`config.mk`:
```
export PLATFORM = sky130hd
export DESIGN_NAME = x_transpose_top
export DESIGN_NICKNAME = d
export VERILOG_FILES = /design/src/logic/xbuf_pkg.sv /design/src/logic/x_row_loader.sv /design/src/logic/x_tile_buffer.sv /design/src/logic/x_col_feeder.sv /design/src/logic/x_transpose_top.sv
export SDC_FILE = /design/constraint.sdc
export NUM_CORES = 1
export LEC_CHECK = 0
export BUFFER_PORTS_ARGS = -buffer_cell sky130_fd_sc_hd__buf_4
export CORE_ASPECT_RATIO = 0.75
export CORE_MARGIN = 2
export CORE_UTILIZATION = 55
export CTS_BUF_LIST = sky130_fd_sc_hd__clkbuf_8
export DETAILED_ROUTE_END_ITERATION = 6
export PLACE_DENSITY = 0.75
export SYNTH_ARGS = -nofsm -noshare
export SYNTH_HDL_FRONTEND = slang
export SYNTH_HIERARCHICAL = 1
export SYNTH_SLANG_ARGS = --single-unit
```
`constraint.sdc`:
```
create_clock -name clk_i -period 1.8 [get_ports clk_i]
set_input_delay 0.54 -clock clk_i [delete_from_list [all_inputs] [get_ports clk_i]]
set_output_delay 0.54 -clock clk_i [all_outputs]
set_load 0.01 [all_outputs]
```
`src/logic/xbuf_pkg.sv`:
```
package xbuf_pkg;

  // data word width
  localparam int unsigned WORD_W = 16;

  // tile geometry, rows are written and columns are read
  localparam int unsigned ROWS = 4; // words per column beat
  localparam int unsigned COLS = 4; // words per row

  localparam int unsigned ROW_AW = $clog2(ROWS);
  localparam int unsigned COL_AW = $clog2(COLS);

endpackage : xbuf_pkg

```
`src/logic/x_row_loader.sv`:
```
module x_row_loader
  import xbuf_pkg::*;
(
  input  logic                         clk_i,
  input  logic                         rst_ni,
  input  logic                         clear_i,
  input  logic                         word_valid_i,
  input  logic [WORD_W-1:0]            word_i,
  input  logic                         tile_done_i,
  output logic                         write_en_o,
  output logic [ROW_AW-1:0]            write_addr_o,
  output logic [COLS-1:0][WORD_W-1:0]  wdata_o,
  output logic                         tile_full_o,
  output logic                         drop_o
);

  logic [COL_AW-1:0]           col_cnt_q;
  logic [ROW_AW-1:0]           row_cnt_q;
  logic [COLS-1:0][WORD_W-1:0] row_q;
  logic                        lock_q;
  logic                        write_en_q;
  logic [ROW_AW-1:0]           write_addr_q;
  logic                        tile_full_q;
  logic                        drop_q;

  logic accept;
  logic row_last;
  logic tile_last;

  assign accept    = word_valid_i & ~lock_q & ~clear_i;
  assign row_last  = accept & (col_cnt_q == COL_AW'(COLS - 1));
  assign tile_last = row_last & (row_cnt_q == ROW_AW'(ROWS - 1));

  // one word slot per accepted word
  always_ff @(posedge clk_i or negedge rst_ni) begin : partial_row
    if (~rst_ni) begin
      row_q <= '0;
    end else if (clear_i) begin
      row_q <= '0;
    end else if (accept) begin
      row_q[col_cnt_q] <= word_i;
    end
  end

  always_ff @(posedge clk_i or negedge rst_ni) begin : counters
    if (~rst_ni) begin
      col_cnt_q <= '0;
      row_cnt_q <= '0;
    end else if (clear_i) begin
      col_cnt_q <= '0;
      row_cnt_q <= '0;
    end else if (accept) begin
      if (row_last) begin
        col_cnt_q <= '0;
        row_cnt_q <= tile_last ? '0 : row_cnt_q + 1'b1;
      end else begin
        col_cnt_q <= col_cnt_q + 1'b1;
      end
    end
  end

  always_ff @(posedge clk_i or negedge rst_ni) begin : lock_ctrl
    if (~rst_ni) begin
      lock_q <= 1'b0;
    end else if (clear_i || tile_done_i) begin
      lock_q <= 1'b0; // feeder has drained the tile
    end else if (tile_last) begin
      lock_q <= 1'b1;
    end
  end

  always_ff @(posedge clk_i or negedge rst_ni) begin : strobes
    if (~rst_ni) begin
      write_en_q   <= 1'b0;
      write_addr_q <= '0;
      tile_full_q  <= 1'b0;
      drop_q       <= 1'b0;
    end else if (clear_i) begin
      write_en_q   <= 1'b0;
      write_addr_q <= '0;
      tile_full_q  <= 1'b0;
      drop_q       <= 1'b0;
    end else begin
      write_en_q  <= row_last;
      tile_full_q <= write_en_q & (write_addr_q == ROW_AW'(ROWS - 1));
      drop_q      <= word_valid_i & lock_q;
      if (row_last) begin
        write_addr_q <= row_cnt_q;
      end
    end
  end

  assign write_en_o   = write_en_q & ~clear_i;
  assign write_addr_o = write_addr_q;
  assign wdata_o      = row_q; // complete row in the cycle after its last word
  assign tile_full_o  = tile_full_q & ~clear_i;
  assign drop_o       = drop_q & ~clear_i;

  // release only arrives for a locked tile
  a_done_only_when_locked : assert property (
    @(posedge clk_i) disable iff (~rst_ni)
    tile_done_i |-> lock_q
  ) else $error("tile done while tile not locked");

endmodule : x_row_loader

```
`src/logic/x_tile_buffer.sv`:
```
module x_tile_buffer
  import xbuf_pkg::*;
(
  input  logic                         clk_i,
  input  logic                         rst_ni,
  input  logic                         clear_i,
  input  logic                         write_en_i,
  input  logic [ROW_AW-1:0]            write_addr_i,
  input  logic [COLS-1:0][WORD_W-1:0]  wdata_i,
  input  logic                         read_en_i,
  input  logic [COL_AW-1:0]            read_addr_i,
  output logic [ROWS-1:0][WORD_W-1:0]  rdata_o
);

  logic [ROWS-1:0][COLS-1:0][WORD_W-1:0] store_q;
  logic [COL_AW-1:0]                     read_addr_q;

  always_ff @(posedge clk_i or negedge rst_ni) begin : sample_raddr
    if (~rst_ni) begin
      read_addr_q <= '0;
    end else if (clear_i) begin
      read_addr_q <= '0;
    end else if (read_en_i) begin
      read_addr_q <= read_addr_i;
    end
  end

  for (genvar r = 0; r < ROWS; r++) begin : gen_rows
    // whole row written at once
    always_ff @(posedge clk_i or negedge rst_ni) begin : row_store
      if (~rst_ni) begin
        store_q[r] <= '0;
      end else if (clear_i) begin
        store_q[r] <= '0;
      end else if (write_en_i && (write_addr_i == ROW_AW'(r))) begin
        store_q[r] <= wdata_i;
      end
    end

    assign rdata_o[r] = store_q[r][read_addr_q]; // same column from every row
  end

  a_write_addr_range : assert property (
    @(posedge clk_i) disable iff (~rst_ni)
    write_en_i |-> (int'(write_addr_i) < ROWS)
  ) else $error("write address out of range");

  a_read_addr_range : assert property (
    @(posedge clk_i) disable iff (~rst_ni)
    read_en_i |-> (int'(read_addr_i) < COLS)
  ) else $error("read address out of range");

endmodule : x_tile_buffer

```
`src/logic/x_col_feeder.sv`:
```
module x_col_feeder
  import xbuf_pkg::*;
(
  input  logic                         clk_i,
  input  logic                         rst_ni,
  input  logic                         clear_i,
  input  logic                         tile_full_i,
  input  logic [ROWS-1:0][WORD_W-1:0]  rdata_i,
  output logic                         read_en_o,
  output logic [COL_AW-1:0]            read_addr_o,
  output logic                         col_valid_o,
  output logic [COL_AW-1:0]            col_idx_o,
  output logic [ROWS-1:0][WORD_W-1:0]  col_o,
  output logic                         tile_done_o
);

  logic              active_q;
  logic [COL_AW-1:0] col_cnt_q;
  logic              valid_q;
  logic [COL_AW-1:0] col_idx_q;
  logic              done_q;

  logic last_read;

  assign read_en_o   = active_q & ~clear_i;
  assign read_addr_o = col_cnt_q;
  assign last_read   = read_en_o & (col_cnt_q == COL_AW'(COLS - 1));

  // sweep over all columns, one read per cycle
  always_ff @(posedge clk_i or negedge rst_ni) begin : sweep
    if (~rst_ni) begin
      active_q  <= 1'b0;
      col_cnt_q <= '0;
    end else if (clear_i) begin
      active_q  <= 1'b0;
      col_cnt_q <= '0;
    end else begin
      if (tile_full_i) begin
        active_q <= 1'b1;
      end else if (last_read) begin
        active_q <= 1'b0;
      end
      if (read_en_o) begin
        col_cnt_q <= last_read ? '0 : col_cnt_q + 1'b1;
      end
    end
  end

  // read data lands one cycle after the address
  always_ff @(posedge clk_i or negedge rst_ni) begin : align
    if (~rst_ni) begin
      valid_q   <= 1'b0;
      col_idx_q <= '0;
      done_q    <= 1'b0;
    end else if (clear_i) begin
      valid_q   <= 1'b0;
      col_idx_q <= '0;
      done_q    <= 1'b0;
    end else begin
      valid_q   <= read_en_o;
      col_idx_q <= col_cnt_q;
      done_q    <= last_read;
    end
  end

  assign col_valid_o = valid_q & ~clear_i;
  assign col_idx_o   = col_idx_q;
  assign col_o       = rdata_i;
  assign tile_done_o = done_q & ~clear_i; // releases the loader lock

  // loader lock must hold off a new tile until the sweep ends
  a_no_full_during_sweep : assert property (
    @(posedge clk_i) disable iff (~rst_ni)
    tile_full_i |-> !active_q
  ) else $error("tile full during column sweep");

endmodule : x_col_feeder

```
`src/logic/x_transpose_top.sv`:
```
module x_transpose_top
  import xbuf_pkg::*;
(
  input  logic                         clk_i,
  input  logic                         rst_ni,
  input  logic                         clear_i,
  input  logic                         word_valid_i,
  input  logic [WORD_W-1:0]            word_i,
  output logic                         col_valid_o,
  output logic [COL_AW-1:0]            col_idx_o,
  output logic [ROWS-1:0][WORD_W-1:0]  col_o,
  output logic                         drop_o
);

  logic                        write_en;
  logic [ROW_AW-1:0]           write_addr;
  logic [COLS-1:0][WORD_W-1:0] wdata;
  logic                        tile_full;
  logic                        tile_done;
  logic                        read_en;
  logic [COL_AW-1:0]           read_addr;
  logic [ROWS-1:0][WORD_W-1:0] rdata;

  x_row_loader i_x_row_loader (
    .clk_i        ( clk_i        ),
    .rst_ni       ( rst_ni       ),
    .clear_i      ( clear_i      ),
    .word_valid_i ( word_valid_i ),
    .word_i       ( word_i       ),
    .tile_done_i  ( tile_done    ),
    .write_en_o   ( write_en     ),
    .write_addr_o ( write_addr   ),
    .wdata_o      ( wdata        ),
    .tile_full_o  ( tile_full    ),
    .drop_o       ( drop_o       )
  );

  x_tile_buffer i_x_tile_buffer (
    .clk_i        ( clk_i      ),
    .rst_ni       ( rst_ni     ),
    .clear_i      ( clear_i    ),
    .write_en_i   ( write_en   ),
    .write_addr_i ( write_addr ),
    .wdata_i      ( wdata      ),
    .read_en_i    ( read_en    ),
    .read_addr_i  ( read_addr  ),
    .rdata_o      ( rdata      )
  );

  x_col_feeder i_x_col_feeder (
    .clk_i       ( clk_i       ),
    .rst_ni      ( rst_ni      ),
    .clear_i     ( clear_i     ),
    .tile_full_i ( tile_full   ),
    .rdata_i     ( rdata       ),
    .read_en_o   ( read_en     ),
    .read_addr_o ( read_addr   ),
    .col_valid_o ( col_valid_o ),
    .col_idx_o   ( col_idx_o   ),
    .col_o       ( col_o       ),
    .tile_done_o ( tile_done   )
  );

endmodule : x_transpose_top

```
==> flow_summary.json <==
{
  "r2r-start": "i_x_row_loader/write_en_q",
  "path_buf_inv": 3,
  "status": "finished, violations left",
  "critPathRequiredTime_ps": 1260,
  "io_pins": 88,
  "async_flop_share": 1.00,
  "ys.flop_type": "dfrtp_1",
  "grt_setup_unrepaired": "true",
  "min_period_ps": 2610,
  "worstSkewPairLatency_ps": 600,
  "regToRegEndpoint": "i_x_tile_buffer/store_q[158]",
  "p_per_area_mw_per_mm2": 771,
  "crit_arrival_ps": 2070,
  "setup_viol": 65,
  "synthTopCellsByCount": "dfrtp_1 (339), nand2b_1 (322), mux2i_1 (261)",
  "fin_area_mm2": 0.0198,
  "vias_per_cell": 5.68,
  "clk_path_buf_depth": 3,
  "slowest_stage": "mux4_2",
  "dr.pass1.iters": 5,
  "finalHoldViolCount": 0,
  "tightest_slew_ps": 434,
  "final.setup.tns_ps": -48720,
  "grt.overflow.total": 0,
  "slew_violations": 0,
  "die_h_um": 156,
  "row_count": 55,
  "fin_worst_skew_ps": 13.6,
  "htreeDepth": 2,
  "syn_to_final_growth_pct": 16.9,
  "ys_seq_area_frac": 0.501,
  "cp_max_fo": 7,
  "wirelength_um": 44900,
  "holdCritStartpoint": "word_i[4]",
  "wl_per_cell_um": 23.0,
  "drc": 0,
  "max_cap_viol_count": 0,
  "fp.coreArea_mm2": 0.0302,
  "dpl-instance-area_mm2": 0.0182,
  "final_nets": 1539,
  "power.share.switching": 0.238,
  "hold_end": "i_x_row_loader/wdata_o[52]",
  "pwr-share-seq": 0.505,
  "port_buffers": 87,
  "grt_pass1_vias": 11300,
  "initial_core_util": 0.561,
  "p_int_w": 0.0116,
  "synth_edf_count": 0,
  "syn_area_mm2": 0.0169,
  "grt_first_pass_wirelength_um": 68700,
  "synthTopCellsByArea": "dfrtp_1 (50%), mux2i_1 (15%), nand2b_1 (12%)",
  "hold_ws_ps": 211,
  "max-slew-margin-rel": 0.711,
  "fin_ws_ps": -810,
  "cts.clk_slew.worst_paths_ps": 70,
  "ant_nets": 0,
  "avgSynthCellArea_um2": 12.1,
  "synth_nets": 1431,
  "switchingPower_w": 0.00364,
  "syn_inst": 1405,
  "min_path_cells": 3,
  "drive_gt1_frac": 0.253,
  "vias": 11100,
  "grt_use_total": 0.287,
  "fmax_mhz": 383,
  "drt_iter0_markers": 899,
  "grt_max_degree": 111,
  "ys_ff_latch": 339,
  "p_comb_frac": 0.054,
  "path_cells": "buf_12 > buf_16 > mux4_2 > buf_6",
  "worst_path_largest_cell_delay_ps": 540,
  "antenna_found_initial": 1,
  "finalPower_w": 0.0153,
  "cts_root_buffer": "clkbuf_8",
  "cts_sinks": 339,
  "criticalPathCategory": "reg2out",
  "ys.warnings.count": 6,
  "vdd.ir_drop.worst_mv": 0.605,
  "dieWidth_um": 207,
  "hold_class": "in2reg",
  "synth_top_area_frac": 0.501,
  "crit_family": "multiplexers",
  "synth_cell_types": 33,
  "p_clk_frac": 0.441,
  "startpoint_type": "flop",
  "violations": "negative setup slack",
  "hpwl_um": 29500,
  "cts_inserted_buffers": 52,
  "yosys.area.top_type": "dfrtp_1",
  "r2r_setup_slack_ps": 0,
  "gp_congestion": 0.837,
  "power_leakage_nw": 9.72,
  "tritoncts": "yes",
  "period_share": 1.45,
  "fin_util": 0.655,
  "yosysMostFrequentCell": "dfrtp_1",
  "rr_worst_depth": 6,
  "dieArea_mm2": 0.0322,
  "end_kind": "output pin"
}
==> per-layer routing <==
metal / track usage / part of all wire / vias to the layer above
met4: 0.0905 / 0.028 / 0
met1: 0.397 / 0.43 / 5762
met2: 0.455 / 0.48 / 352
met3: 0.0612 / 0.062 / 68
li1: - / - / 4905
met5: 0 / 0 / -
==> layout by cell type, fill, tap and decap left out, types with 22 or more instances in the layout <==
master	instances
a21oi_1	58
dfrtp_1	337
buf_4	132
buf_12	22
buf_6	54
nand2_1	132
nand2b_1	322
clkbuf_8	72
mux2i_1	261
mux4_2	64
==> flip-flops by register name, summed over array words and instances, names as in the netlist <==
| signal | flops |
|---|---|
| i_x_row_loader/lock_q | 1 |
| i_x_row_loader/write_addr_o | 2 |
| i_x_row_loader/tile_full_q | 1 |
| i_x_row_loader/write_en_q | 1 |
| i_x_col_feeder/col_idx_o | 2 |
| i_x_row_loader/drop_q | 1 |
| i_x_col_feeder/read_addr_o | 2 |
| i_x_row_loader/wdata_o | 64 |
| i_x_col_feeder/done_q | 1 |
| i_x_row_loader/col_cnt_q | 2 |
| i_x_tile_buffer/read_addr_q | 2 |
| i_x_col_feeder/active_q | 1 |
| i_x_row_loader/row_cnt_q | 2 |
| i_x_tile_buffer/store_q | 256 |
| i_x_col_feeder/valid_q | 1 |
==> worst max-delay path by stage <==
| stage | start | endpoint | cells past startpoint |
|---|---|---|---|
| 3_3_place_gp | i_x_tile_buffer/read_addr_q[0] | col_o[51] | 3 |
| 6_report | i_x_tile_buffer/read_addr_q[0] | col_o[51] | 4 |
| 2_1_floorplan | i_x_tile_buffer/read_addr_q[0] | col_o[11] | 4 |
| 4_1_cts | i_x_tile_buffer/read_addr_q[0] | col_o[21] | 4 |
| 5_1_grt | i_x_tile_buffer/read_addr_q[0] | col_o[51] | 4 |
| 3_5_place_dp | clear_i | i_x_tile_buffer/store_q[93] | 7 |
==> per-stage QoR <==
step | instances | worst slack (ps)
floorplan | 1405 | -63.8
global placement | 1844 | -166
detailed placement | 1844 | -196
CTS | 1949 | -824
global route | 1953 | -868
finish | 1953 | -810
==> final cells by class <==
| type | instances | area [µm²] |
|---|---|---|
| Antenna cell | 1 | 2.50 |
| Clock buffer | 71 | 977 |
| Multi-Input combinational cell | 896 | 7350 |
| Clock inverter | 23 | 128 |
| Tap cell | 399 | 499 |
| Fill cell | 2289 | 10400 |
| Sequential cell | 339 | 8490 |
| Timing Repair Buffer | 221 | 2350 |
| Inverter | 3 | 11.3 |
==> worst register-to-register path: stages (launching register included) <==
cell,delay (ps)
dfrtp_1,350
nor2b_1,120
buf_4,140
buf_4,140
nand3b_1,260
buf_6,430
mux2i_1,280
==> power by group through the flow <==
| stage | logic (W) | registers, W | clock network (W) |
|---|---|---|---|
| 2_1_floorplan | 0.000377 | 0.00784 | 0 |
| 3_3_place_gp | 0.000823 | 0.00784 | 0 |
| 3_5_place_dp | 0.000830 | 0.00785 | 0 |
| 4_1_cts | 0.000834 | 0.00771 | 0.00684 |
| 5_1_grt | 0.000906 | 0.00771 | 0.00720 |
| 6_report | 0.000831 | 0.00771 | 0.00673 |
==> cells by family (layout without fill, tap and decap cells) <==
family,after synthesis,after routing,synth area share
AND/OR/NAND/NOR,494,494,0.165
flip-flops,339,339,0.501
multiplexers,325,325,0.239
buffers and inverters,170,318,0.0668
AO/OA/AOI/OAI,71,71,0.0237
adder cells (fa/ha/maj),6,6,0.00443
other,0,1,0
==> timing repair <==
action / in CTS / in global routing
resized for setup: 62 / 7
hold endpoints to repair: 17 / 0
setup endpoints to repair: 65 / 75
gates cloned: 5 / 3
buffers inserted: 5 / 1
hold buffers: 1 / 0
No activity file was read; power rests on OpenSTA's default activity.
